`src/design/frame_defs.svh`:
```
`ifndef FRAME_DEFS_SVH
`define FRAME_DEFS_SVH

// ==========================================================================
// Frame processor widths and sizes
// ==========================================================================

// Payload and sequence number widths
`define FRAME_DATA_W      256
`define FRAME_PSN_W       24

// Processing lanes and round-robin pointer width
`define FRAME_LANES       4
`define FRAME_LANE_IDX_W  2

// Report FIFO entries
`define RPT_DEPTH         4

// Delay counters and their base offsets
`define DELAY_W           4
// Lane delay is psn[2:0] plus this
`define PROC_BASE_DELAY   2
// Report delay is type plus this
`define RPT_BASE_DELAY    3

`endif

```
`src/design/frame_pkg.sv`:
```
`include "frame_defs.svh"

package frame_pkg;

    // ======================================================================
    // Vector types
    // ======================================================================
    typedef logic [`FRAME_PSN_W-1:0]      psn_t;
    typedef logic [`FRAME_DATA_W-1:0]     fdata_t;
    typedef logic [`DELAY_W-1:0]          delay_t;
    typedef logic [`FRAME_LANE_IDX_W-1:0] lane_idx_t;

    // Frame type on the wire
    typedef enum logic [1:0] {
        FT_HEAD = 2'd0,
        FT_BODY = 2'd1,
        FT_TAIL = 2'd2,
        FT_ERR  = 2'd3
    } frame_type_e;

    // ======================================================================
    // Structs
    // ======================================================================

    // Sideband of every output port, also the report entry
    typedef struct packed {
        psn_t        psn;
        frame_type_e ftype;
    } frame_meta_t;

    // Frame as it moves checker -> lane -> collector
    typedef struct packed {
        frame_meta_t meta;
        fdata_t      data;
        logic        good;
    } frame_t;

    // Lane FSM
    typedef enum logic [1:0] {LANE_IDLE, LANE_WAIT, LANE_DONE} lane_state_e;

    // Report FSM
    typedef enum logic [1:0] {RPT_IDLE, RPT_WAIT, RPT_OUTPUT} rpt_state_e;

endpackage

```
`src/design/frame_checker.sv`:
```
`timescale 1ns/1ns
`include "frame_defs.svh"

module frame_checker (
    input  logic                        clk,
    input  logic                        rst_n,
    // Port 1
    input  logic                        i_valid_1,
    output logic                        o_ready_1,
    input  frame_pkg::frame_type_e      i_frame_type,
    input  frame_pkg::psn_t             i_frame_psn,
    input  frame_pkg::fdata_t           i_frame_data,
    // Lane dispatch
    input  logic [`FRAME_LANES-1:0]     i_lane_free,
    output logic [`FRAME_LANES-1:0]     o_load,
    output frame_pkg::frame_t           o_frame
);

    import frame_pkg::*;

    // Checker state
    psn_t      exp_psn;
    logic      inside_frame;
    lane_idx_t disp_ptr;

    logic      accept;
    logic      seq_ok;
    logic      psn_ok;
    logic      type_ok;
    logic      frame_good;

    // ======================================================================
    // Handshake and frame judgment
    // ======================================================================

    // Ready follows the lane next in line
    assign o_ready_1 = i_lane_free[disp_ptr];
    assign accept    = i_valid_1 && o_ready_1;

    // Head opens a frame, anything else needs one open
    assign seq_ok     = (i_frame_type == FT_HEAD) || inside_frame;
    assign psn_ok     = (i_frame_psn == exp_psn);
    assign type_ok    = (i_frame_type != FT_ERR);
    assign frame_good = seq_ok && psn_ok && type_ok;

    // Shared bus to all lanes, only the strobed one latches
    assign o_frame.meta.psn   = i_frame_psn;
    assign o_frame.meta.ftype = i_frame_type;
    assign o_frame.data       = i_frame_data;
    assign o_frame.good       = frame_good;

    // One-hot load for the pointed lane
    always_comb begin
        o_load = '0;
        if (accept) begin
            o_load[disp_ptr] = 1'b1;
        end
    end

    // ======================================================================
    // Context registers
    // ======================================================================
    always_ff @(posedge clk or negedge rst_n) begin
        if (!rst_n) begin
            exp_psn      <= '0;
            inside_frame <= 1'b0;
            disp_ptr     <= '0;
        end else if (accept) begin
            // Expected PSN moves only on good frames
            if (frame_good) begin
                exp_psn <= exp_psn + psn_t'(1);
            end
            // Head/tail context tracks every accepted frame
            if (i_frame_type == FT_HEAD) begin
                inside_frame <= 1'b1;
            end else if (i_frame_type == FT_TAIL) begin
                inside_frame <= 1'b0;
            end
            // Round-robin dispatch
            if (disp_ptr == lane_idx_t'(`FRAME_LANES - 1)) begin
                disp_ptr <= '0;
            end else begin
                disp_ptr <= disp_ptr + lane_idx_t'(1);
            end
        end
    end

endmodule

```
`src/design/frame_lane.sv`:
```
`timescale 1ns/1ns
`include "frame_defs.svh"

module frame_lane (
    input  logic              clk,
    input  logic              rst_n,
    input  logic              i_load,
    input  frame_pkg::frame_t i_frame,
    input  logic              i_release,
    output logic              o_free,
    output logic              o_done,
    output frame_pkg::frame_t o_frame
);

    import frame_pkg::*;

    lane_state_e state;
    delay_t      delay_cnt;
    frame_t      held;

    // ======================================================================
    // Lane FSM and delay counter
    // ======================================================================

    // Counter loads D and hits 1 on the D-th edge after load
    always_ff @(posedge clk or negedge rst_n) begin
        if (!rst_n) begin
            state     <= LANE_IDLE;
            delay_cnt <= '0;
        end else begin
            case (state)
                LANE_IDLE: begin
                    if (i_load) begin
                        delay_cnt <= delay_t'(i_frame.meta.psn[2:0])
                                   + delay_t'(`PROC_BASE_DELAY);
                        state     <= LANE_WAIT;
                    end
                end
                LANE_WAIT: begin
                    delay_cnt <= delay_cnt - delay_t'(1);
                    if (delay_cnt == delay_t'(1)) begin
                        state <= LANE_DONE;
                    end
                end
                LANE_DONE: begin
                    // Held until the collector takes it
                    if (i_release) begin
                        state <= LANE_IDLE;
                    end
                end
                default: state <= LANE_IDLE;
            endcase
        end
    end

    // Frame capture, bad frames lose their data here
    always_ff @(posedge clk) begin
        if (i_load && (state == LANE_IDLE)) begin
            held.meta <= i_frame.meta;
            held.good <= i_frame.good;
            held.data <= i_frame.good ? i_frame.data : '0;
        end
    end

    assign o_free  = (state == LANE_IDLE);
    assign o_done  = (state == LANE_DONE);
    assign o_frame = held;

endmodule

```
`src/design/frame_collector.sv`:
```
`timescale 1ns/1ns
`include "frame_defs.svh"

module frame_collector (
    // From lanes
    input  logic [`FRAME_LANES-1:0]  i_lane_done,
    input  frame_pkg::frame_t        i_lane_frame [`FRAME_LANES],
    output logic [`FRAME_LANES-1:0]  o_release,
    // Port 2, good frames
    output logic                     o_valid_2,
    input  logic                     i_ready_2,
    output frame_pkg::psn_t          o_frame_psn_2,
    output frame_pkg::frame_type_e   o_frame_type_2,
    output frame_pkg::fdata_t        o_frame_data_2,
    // Port 3, bad frames
    output logic                     o_valid_3,
    input  logic                     i_ready_3,
    output frame_pkg::psn_t          o_frame_psn_3,
    output frame_pkg::frame_type_e   o_frame_type_3,
    output frame_pkg::fdata_t        o_frame_data_3,
    // Report queue
    output logic                     o_rpt_push,
    output frame_pkg::frame_meta_t   o_rpt_meta,
    input  logic                     i_rpt_full,
    input  logic                     clk,
    input  logic                     rst_n
);

    import frame_pkg::*;

    lane_idx_t drain_ptr;
    frame_t    cur;
    logic      present;
    logic      fire;

    // ======================================================================
    // Output selection
    // ======================================================================

    // Lane under the drain pointer
    assign cur = i_lane_frame[drain_ptr];

    // Presenting also needs room for the report
    assign present = i_lane_done[drain_ptr] && !i_rpt_full;

    assign o_valid_2      = present && cur.good;
    assign o_frame_psn_2  = cur.meta.psn;
    assign o_frame_type_2 = cur.meta.ftype;
    assign o_frame_data_2 = cur.data;

    // Data already zeroed by the lane
    assign o_valid_3      = present && !cur.good;
    assign o_frame_psn_3  = cur.meta.psn;
    assign o_frame_type_3 = cur.meta.ftype;
    assign o_frame_data_3 = cur.data;

    // Transfer on whichever port is live
    assign fire = (o_valid_2 && i_ready_2) || (o_valid_3 && i_ready_3);

    // Report for every completed frame
    assign o_rpt_push = fire;
    assign o_rpt_meta = cur.meta;

    always_comb begin
        o_release = '0;
        if (fire) begin
            o_release[drain_ptr] = 1'b1;
        end
    end

    // ======================================================================
    // Drain pointer
    // ======================================================================

    // Same rotation as dispatch keeps input order
    always_ff @(posedge clk or negedge rst_n) begin
        if (!rst_n) begin
            drain_ptr <= '0;
        end else if (fire) begin
            if (drain_ptr == lane_idx_t'(`FRAME_LANES - 1)) begin
                drain_ptr <= '0;
            end else begin
                drain_ptr <= drain_ptr + lane_idx_t'(1);
            end
        end
    end

endmodule

```
`src/design/report_queue.sv`:
```
`timescale 1ns/1ns
`include "frame_defs.svh"

module report_queue (
    input  logic                    clk,
    input  logic                    rst_n,
    // Push side from collector
    input  logic                    i_push,
    input  frame_pkg::frame_meta_t  i_meta,
    output logic                    o_full,
    // Port 4
    output logic                    o_valid_4,
    input  logic                    i_ready_4,
    output frame_pkg::psn_t         o_frame_psn_4,
    output frame_pkg::frame_type_e  o_frame_type_4
);

    import frame_pkg::*;

    localparam int PTR_W = $clog2(`RPT_DEPTH);

    // FIFO storage and pointers
    frame_meta_t      mem [`RPT_DEPTH];
    logic [PTR_W-1:0] wr_ptr;
    logic [PTR_W-1:0] rd_ptr;
    logic [PTR_W:0]   count;
    logic             empty;
    logic             do_push;
    logic             do_pop;

    // Report FSM
    rpt_state_e       state;
    delay_t           wait_cnt;
    frame_meta_t      rpt;

    // ======================================================================
    // Report FIFO
    // ======================================================================
    assign empty   = (count == '0);
    assign o_full  = (count == (PTR_W + 1)'(`RPT_DEPTH));
    assign do_push = i_push && !o_full;
    // Pop straight into the FSM when it is free
    assign do_pop  = (state == RPT_IDLE) && !empty;

    always_ff @(posedge clk or negedge rst_n) begin
        if (!rst_n) begin
            wr_ptr <= '0;
            rd_ptr <= '0;
            count  <= '0;
        end else begin
            if (do_push) begin
                wr_ptr <= wr_ptr + 1'b1;
            end
            if (do_pop) begin
                rd_ptr <= rd_ptr + 1'b1;
            end
            case ({do_push, do_pop})
                2'b10:   count <= count + 1'b1;
                2'b01:   count <= count - 1'b1;
                default: count <= count;
            endcase
        end
    end

    // Entries carry no reset
    always_ff @(posedge clk) begin
        if (do_push) begin
            mem[wr_ptr] <= i_meta;
        end
    end

    // ======================================================================
    // Report delay FSM
    // ======================================================================

    // Wait type + base edges after the pop, then hold port 4
    always_ff @(posedge clk or negedge rst_n) begin
        if (!rst_n) begin
            state    <= RPT_IDLE;
            wait_cnt <= '0;
        end else begin
            case (state)
                RPT_IDLE: begin
                    if (do_pop) begin
                        wait_cnt <= delay_t'(mem[rd_ptr].ftype)
                                  + delay_t'(`RPT_BASE_DELAY);
                        state    <= RPT_WAIT;
                    end
                end
                RPT_WAIT: begin
                    wait_cnt <= wait_cnt - delay_t'(1);
                    if (wait_cnt == delay_t'(1)) begin
                        state <= RPT_OUTPUT;
                    end
                end
                RPT_OUTPUT: begin
                    if (i_ready_4) begin
                        state <= RPT_IDLE;
                    end
                end
                default: state <= RPT_IDLE;
            endcase
        end
    end

    // Head entry captured on pop
    always_ff @(posedge clk) begin
        if (do_pop) begin
            rpt <= mem[rd_ptr];
        end
    end

    assign o_valid_4      = (state == RPT_OUTPUT);
    assign o_frame_psn_4  = rpt.psn;
    assign o_frame_type_4 = rpt.ftype;

endmodule

```
`src/design/frame_processor_top.sv`:
```
`timescale 1ns/1ns
`include "frame_defs.svh"

module frame_processor_top (
    input  logic                    clk,
    input  logic                    rst_n,
    // Port 1, frame input
    input  logic                    i_valid_1,
    output logic                    o_ready_1,
    input  frame_pkg::frame_type_e  i_frame_type,
    input  frame_pkg::psn_t         i_frame_psn,
    input  frame_pkg::fdata_t       i_frame_data,
    // Port 2, good frames
    output logic                    o_valid_2,
    input  logic                    i_ready_2,
    output frame_pkg::psn_t         o_frame_psn_2,
    output frame_pkg::frame_type_e  o_frame_type_2,
    output frame_pkg::fdata_t       o_frame_data_2,
    // Port 3, bad frames
    output logic                    o_valid_3,
    input  logic                    i_ready_3,
    output frame_pkg::psn_t         o_frame_psn_3,
    output frame_pkg::frame_type_e  o_frame_type_3,
    output frame_pkg::fdata_t       o_frame_data_3,
    // Port 4, reports
    output logic                    o_valid_4,
    input  logic                    i_ready_4,
    output frame_pkg::psn_t         o_frame_psn_4,
    output frame_pkg::frame_type_e  o_frame_type_4
);

    import frame_pkg::*;

    // ======================================================================
    // Internal nets
    // ======================================================================
    logic [`FRAME_LANES-1:0] lane_load;
    logic [`FRAME_LANES-1:0] lane_free;
    logic [`FRAME_LANES-1:0] lane_done;
    logic [`FRAME_LANES-1:0] lane_release;
    frame_t                  chk_frame;
    frame_t                  lane_frame [`FRAME_LANES];
    logic                    rpt_push;
    frame_meta_t             rpt_meta;
    logic                    rpt_full;

    // Judge and dispatch
    frame_checker u_checker (
        .clk          (clk),
        .rst_n        (rst_n),
        .i_valid_1    (i_valid_1),
        .o_ready_1    (o_ready_1),
        .i_frame_type (i_frame_type),
        .i_frame_psn  (i_frame_psn),
        .i_frame_data (i_frame_data),
        .i_lane_free  (lane_free),
        .o_load       (lane_load),
        .o_frame      (chk_frame)
    );

    // Processing lanes
    for (genvar gi = 0; gi < `FRAME_LANES; gi++) begin : g_lane
        frame_lane u_lane (
            .clk       (clk),
            .rst_n     (rst_n),
            .i_load    (lane_load[gi]),
            .i_frame   (chk_frame),
            .i_release (lane_release[gi]),
            .o_free    (lane_free[gi]),
            .o_done    (lane_done[gi]),
            .o_frame   (lane_frame[gi])
        );
    end

    // In-order drain to ports 2 and 3
    frame_collector u_collector (
        .i_lane_done    (lane_done),
        .i_lane_frame   (lane_frame),
        .o_release      (lane_release),
        .o_valid_2      (o_valid_2),
        .i_ready_2      (i_ready_2),
        .o_frame_psn_2  (o_frame_psn_2),
        .o_frame_type_2 (o_frame_type_2),
        .o_frame_data_2 (o_frame_data_2),
        .o_valid_3      (o_valid_3),
        .i_ready_3      (i_ready_3),
        .o_frame_psn_3  (o_frame_psn_3),
        .o_frame_type_3 (o_frame_type_3),
        .o_frame_data_3 (o_frame_data_3),
        .o_rpt_push     (rpt_push),
        .o_rpt_meta     (rpt_meta),
        .i_rpt_full     (rpt_full),
        .clk            (clk),
        .rst_n          (rst_n)
    );

    // Report FIFO and port 4
    report_queue u_report (
        .clk            (clk),
        .rst_n          (rst_n),
        .i_push         (rpt_push),
        .i_meta         (rpt_meta),
        .o_full         (rpt_full),
        .o_valid_4      (o_valid_4),
        .i_ready_4      (i_ready_4),
        .o_frame_psn_4  (o_frame_psn_4),
        .o_frame_type_4 (o_frame_type_4)
    );

endmodule

```
`config.mk`:
```
export PLATFORM = sky130hd
export DESIGN_NAME = frame_processor_top
export DESIGN_NICKNAME = d
export VERILOG_FILES = /design/src/design/frame_pkg.sv /design/src/design/frame_checker.sv /design/src/design/frame_lane.sv /design/src/design/frame_collector.sv /design/src/design/report_queue.sv /design/src/design/frame_processor_top.sv
export VERILOG_INCLUDE_DIRS = /design/src /design/src/design
export SDC_FILE = /design/constraint.sdc
export NUM_CORES = 1
export LEC_CHECK = 0
export ABC_AREA = 1
export BUFFER_PORTS_ARGS = -buffer_cell sky130_fd_sc_hd__clkbuf_2
export CAP_MARGIN = 20
export CORE_UTILIZATION = 35
export CTS_CLUSTER_DIAMETER = 80
export DETAILED_ROUTE_END_ITERATION = 8
export PLACE_DENSITY = 0.54
export SLEW_MARGIN = 5
export SYNTH_ARGS = -nofsm -noshare
export SYNTH_HDL_FRONTEND = slang
export SYNTH_HIERARCHICAL = 1
export SYNTH_SLANG_ARGS = --single-unit
```
`constraint.sdc`:
```
create_clock -name clk -period 7.5 [get_ports clk]
set_clock_uncertainty 0.2 [all_clocks]
set_input_delay 0.375 -clock clk [delete_from_list [all_inputs] [get_ports clk]]
set_output_delay 0.375 -clock clk [all_outputs]
set_load 0.02 [all_outputs]
```
Word level (Yosys, flattened, before mapping)
Memory sizes are Yosys's and may differ from the RTL's. Index checks and enable logic that the tools add are counted.

Output and inout bits: 594. Logic and storage cells: 192. Bits in registers: 1224. Input port bits: 288. Memories: 1. RAM bits: 104.

Memory list: u_report.mem (depth 4, width 26, read ports 1, clocked after Yosys merged registers in 0, wr ports 1, RTL line report_queue.sv:23) `` frame_meta_t mem [`RPT_DEPTH]; ``.

Magnitude comparators: 5. Muxes and demuxes: 51. Bitwise logic cells: 1. Reductions and logical operators: 47. Add/sub/neg operators: 14. Equality and inequality tests: 38.

Operator list (number): 283-bit binary-select mux with 2-bit select (1); 283-bit two-way mux (2); 256-bit two-way mux (1); 4-bit one-hot mux with 2 select lines (5); 2-bit two-way mux (17); 2-bit one-hot mux with 3 select lines (5); 4-bit two-way mux (7); 24-bit by 1-bit adder with 24-bit output (second input constant) (1); 24-bit equality test (1); 4-bit by 1-bit equality test with 1-bit output (second input constant) (5); 4-bit by 1-bit subtractor with 4-bit output (second input constant) (5); 2-bit equality test (second input constant) (9); 2-bit != test (second input constant) (9); 1-bit logical AND (16); 3-bit AND reduction (5); 2-bit by 1-bit != test with 1-bit output (second input constant) (7); 2-bit AND reduction (7); 2-bit nonzero test (7); 2-bit by 1-bit equality test with 1-bit output (second input constant) (6); 2-bit zero test (6); 2-bit by 1-bit adder with 2-bit output (second input constant) (4); 1-bit two-way mux (8); 2-bit by 3-bit < comparator with 1-bit output (second input constant) (2); 3-bit one-hot mux with 2 select lines (1); other kinds (13) (19).

Depth between registers and ports, before layout
Word-level depth: 11. Mapped depth: 16. Mapped depth without buffers: 16.

Cells and area by module
Netlist, hierarchy kept.

By module, submodules not included: frame_lane (instances 4, area each 10978.0 um^2, cells an instance 872); frame_collector (instances 1, area each 10178.5 um^2, cells an instance 1959); report_queue (instances 1, area each 5479.0 um^2, cells an instance 386); frame_checker (instances 1, area each 4732.0 um^2, cells an instance 745).

Worst setup path after synthesis
OpenSTA, ideal clock, no wires.

Path kind: reg-to-reg. From: reg g_lane[1].u_lane.state[0]. To: reg g_lane[0].u_lane.held, in the netlist g_lane[0].u_lane/o_frame[0] (enable). Arrival: 6.757 ns. Period minus slack after synthesis: 7.593 ns. Cell stages (with the launch flop): 10. Path slack: -0.093 ns. Cells stage by stage: dfrtp_1 > nor2_1 > nand2_1 > nand3_1 > nand2_1 > nor2_1 > inv_1 > nor2_1 > nand2_1 > inv_1.

Cells in the longest elaborated chain, start to end: 6.

RTL lines: from (decl) (RTL line frame_lane.sv:17) `lane_state_e state;`; from (signal assigned) (RTL line frame_lane.sv:28) `state <= LANE_IDLE;`; from (signal assigned) (RTL line frame_lane.sv:36) `state <= LANE_WAIT;`; from (signal assigned) (RTL line frame_lane.sv:42) `state <= LANE_DONE;`; 2-bit zero test (RTL line frame_lane.sv:65) `assign o_free = (state == LANE_IDLE);`; via lane_free[1] (RTL line frame_processor_top.sv:38) `` logic [`FRAME_LANES-1:0] lane_free; ``; 1-bit binary-select mux with 2-bit select (RTL line frame_checker.sv:37) `assign o_ready_1 = i_lane_free[disp_ptr];`; 1-bit two-way mux (not written as such) (RTL line frame_checker.sv:37); 1-bit logical AND (RTL line frame_checker.sv:38) `assign accept = i_valid_1 && o_ready_1;`; 4-bit two-way mux (RTL line frame_checker.sv:55) `if (accept) begin`; via lane_load[0] (RTL line frame_processor_top.sv:37) `` logic [`FRAME_LANES-1:0] lane_load; ``; 1-bit logical AND (RTL line frame_lane.sv:58) `if (i_load && (state == LANE_IDLE)) begin`; to (decl) (RTL line frame_lane.sv:19) `frame_t held;`.

The timed path passes the listed nets, and every way through them passes these cells. The select of a mux whose other input is x is not followed. A chain may end at the register's enable or synchronous reset.

Final worst setup path
From: reg u_collector.drain_ptr[0]. To: out o_frame_psn_3[22].

Cells in the longest elaborated chain, start to end: 4.

RTL lines: from (decl) (RTL line frame_collector.sv:31) `lane_idx_t drain_ptr;`; from (signal assigned) (RTL line frame_collector.sv:83) `drain_ptr <= drain_ptr + lane_idx_t'(1);`; 2-bit inverter with 3-bit output (not written as such) (RTL line frame_collector.sv:41) `assign cur = i_lane_frame[drain_ptr];`; 283-bit binary-select mux with 2-bit select (RTL line frame_collector.sv:41); 283-bit two-way mux (not written as such) (2 in series) (RTL line frame_collector.sv:41); to (decl) (RTL line frame_processor_top.sv:22) `output frame_pkg::psn_t o_frame_psn_3,`.

Every way passes these cells. The select of a mux whose other input is x is not followed.

==> impl_metrics.py <==
metrics = {
    "sta": {
        "worst_pin_slew_ps": 1310,
        "slew-limit-headroom_pct": 12.5,
        "finalHoldViolations": 0,
        "post-route-period-util_pct": 73.2,
        "timing.hold.ws_ps": 93.0,
        "drv_slew": 0,
        "fmax_mhz": 182,
        "fin_tns_setup_ps": 0,
        "period_minus_slack_ps": 5490,
        "rsz0062_at_grt": "no",
        "setup_viol": 0,
    },
    "grt": {
        "grt_overflow": 0,
        "grt_pass1_wl_um": 256000,
        "antenna_found_initial": 20,
        "grt_pass1_vias": 41200,
        "grt_max_degree": 258,
        "grtUsageTotal_pct": 18.1,
    },
    "drt": {
        "ant_nets": 0,
        "viasPerCell": 4.59,
        "vias": 43700,
        "dr.pass1.iters": 6,
        "avgRoutedWirePerCell_um": 18.1,
        "wl_um": 173000,
        "remaining_drc_errors": 0,
        "drt_iter0_drc": 3119,
    },
    "final_layout": {
        "multi_input_area_um2": 14200,
        "fillCellCount": 17600,
        "drive_above_1_share_pct": 16.7,
        "fin_nets": 7349,
        "fin_area_um2": 73900,
        "seqCellArea_um2": 39600,
        "area_growth_pct": 15.0,
    },
    "placed_design": {
        "dpl-instance-area_um2": 66000,
        "gp_congestion": 0.833,
        "dp_hpwl_um": 104000,
        "portBuffers": 881,
    },
    "clock_network": {
        "cts_tree": "built",
        "cts_sinks": 1328,
        "path_clk_slew_ps": 60,
        "insertion_delay_ps": 800,
        "cts_max_level": 4,
        "clk_path_buf_depth": 3,
        "cts_resized": 0,
        "root_buffer": "clkbuf_16",
        "cts_setup_buffers": 0,
        "cts_buffers": 154,
    },
    "yosys": {
        "syn_nets": 6896,
        "synth.distinct_cells": 39,
        "synth_area_um2": 64300,
        "synth_cells": 6578,
        "synth_edf_count": 1262,
        "ys_seq_area_share_pct": 61.5,
        "avgSynthCellArea_um2": 9.78,
        "ys_ff_latch": 1328,
        "ys.flop_type": "edfxtp_1",
        "yosysWarnings": 6,
        "synthArstFlopShare_pct": 4.97,
    },
    "outcome": {
        "status": "complete, no violations",
    },
    "power": {
        "peakVddDrop_v": 0.000332,
        "p_total_w": 0.0297,
        "p_per_area_nw_per_um2": 401,
        "p_leak_nw": 35.3,
    },
    "floorplanning": {
        "die_area_um2": 185000,
        "initial_core_util_pct": 35.4,
        "fp.dieH_um": 431,
        "die_w_um": 431,
        "std_cell_rows": 156,
        "core-area_um2": 182000,
        "ioPinCount": 882,
    },
    "critical_path": {
        "arrival_ps": 4910,
        "path_class": "flip-flop to output port",
        "cp_max_fo": 91,
        "cp-end-kind": "output port",
        "critPathLaunchType": "flip-flop",
        "cp_data_required_time_ps": 6920,
    },
    "min_path": {
        "hp-class": "input pin to asynchronous set/reset pin",
    },
    "flow_run": {
        "drv_cap": 0,
    },
}
routing by layer:
layer	global-route usage, %	wire length, µm
met5	0	14
met4	6.25	5080
met2	31.5	87000
met1	22.6	73200
met3	3.01	7580
metrics by stage:
step / instances / worst slack [ps] / utilization, %
5_1_grt: 9536 / 1710 / 40.7
6_report: 9537 / 2010 / 40.7
3_3_place_gp: 8955 / 2900 / 36.4
2_1_floorplan: 6578 / 1640 / -
3_5_place_dp: 8955 / 2880 / 36.4
4_1_cts: 9524 / 1990 / 40.7
worst max-delay path, cell delays in order (launching register included):
cell,delay (ps)
dfrtp_4,920
buf_4,870
buf_4,860
o21ai_0,220
o22ai_1,670
clkbuf_2,300
cells in the mapped netlist, types with 5 or more instances:
cell	number	area (µm²)
buf_2	106	531
buf_4	683	5130
buf_6	11	124
clkbuf_1	111	417
clkbuf_2	8	40.0
dfrtp_1	66	1650
edfxtp_1	1262	37900
ha_1	29	363
inv_1	1138	4270
inv_2	13	48.8
nand2_1	1342	5040
nand2_2	13	81.3
nand3_1	79	395
nor2_1	717	2690
nor2_2	5	31.3
o21ai_0	599	3000
o21ai_1	27	135
o22ai_1	307	1920
xor2_1	18	158
what timing repair did:
action,CTS,global route
hold endpoints to repair,1239,0
setup endpoints to repair,0,0
hold buffers,290,0
cell families (layout without fill, tap and decap cells):
group                    after synthesis  after routing  synth area share [%]
AO/OA/AOI/OAI                        957            957                  8.13
XOR/XNOR                              22             22                 0.300
buffers and inverters               2073           2649                  16.5
AND/OR/NAND/NOR                     2168           2168                  13.0
adder cells (fa/ha/maj)               30             30                 0.595
flip-flops                          1328           1328                  61.5
other                                  0             13                     0
layout by cell type, fill, tap and decap left out, types with 5 or more instances in the layout:
cell type / count
nand2_2: 13
nand3_1: 79
o22ai_1: 307
clkbuf_1: 28
dlygate4sd3_1: 290
inv_16: 5
clkbuf_16: 155
inv_6: 9
diode_2: 13
bufinv_16: 13
nor2_2: 6
edfxtp_1: 1262
o21ai_0: 599
dfrtp_1: 64
o21ai_1: 27
buf_4: 33
clkinv_1: 39
nand2_1: 1342
xor2_1: 18
ha_1: 29
inv_1: 1134
clkbuf_2: 880
nor2_1: 712
clkinvlp_4: 6
inv_2: 12
clkinv_2: 19
buf_12: 13
sequential cells by signal (all words and copies together), names as in the netlist:
signal	flops
u_report/state	2
u_report/wr_ptr	2
u_checker/inside_frame	1
u_checker/exp_psn	24
u_report/o_frame_type_4	2
u_checker/disp_ptr	2
u_report/rd_ptr	2
g_lane.u_lane/o_frame	1132
u_report/mem	104
u_report/count	3
u_report/o_frame_psn_4	24
u_report/wait_cnt	4
u_collector/drain_ptr	2
g_lane.u_lane/delay_cnt	16
g_lane.u_lane/state	8
where the power goes:
| part | total, W | switching (W) | internal (W) |
|---|---|---|---|
| Sequential | 0.0100 | 0.000418 | 0.00959 |
| Combinational | 0.0122 | 0.00923 | 0.00300 |
| Clock | 0.00741 | 0.00312 | 0.00429 |
| Total | 0.0297 | 0.0128 | 0.0169 |
worst paths after layout:
path,start,slack [ps],cells after the start,endpoint
worst max register to register,u_collector/drain_ptr[0],3180,4,u_report/mem[3][24]
worst min-delay path,rst_n,90,2,u_checker/exp_psn[6]
worst max-delay path,u_collector/drain_ptr[0],2010,5,o_frame_psn_3[22]
min in group clk,i_ready_4,180,3,u_report/state[1]
worst min register to register,u_report/count[0],310,1,u_report/count[0]
max in group asynchronous,rst_n,6240,2,u_collector/drain_ptr[1]
final cells by class:
| type | count | share of cell area (%) |
|---|---|---|
| flip-flops and latches | 1328 | 53.5 |
| clock buffers | 183 | 5.39 |
| inverters | 1154 | 5.91 |
| diodes | 13 | 0.0440 |
| repair buffers | 1216 | 10.6 |
| well taps | 2370 | 4.01 |
| multi-input cells | 3177 | 19.2 |
| clock inverters | 96 | 1.36 |
(Power assumes the default switching activity.)
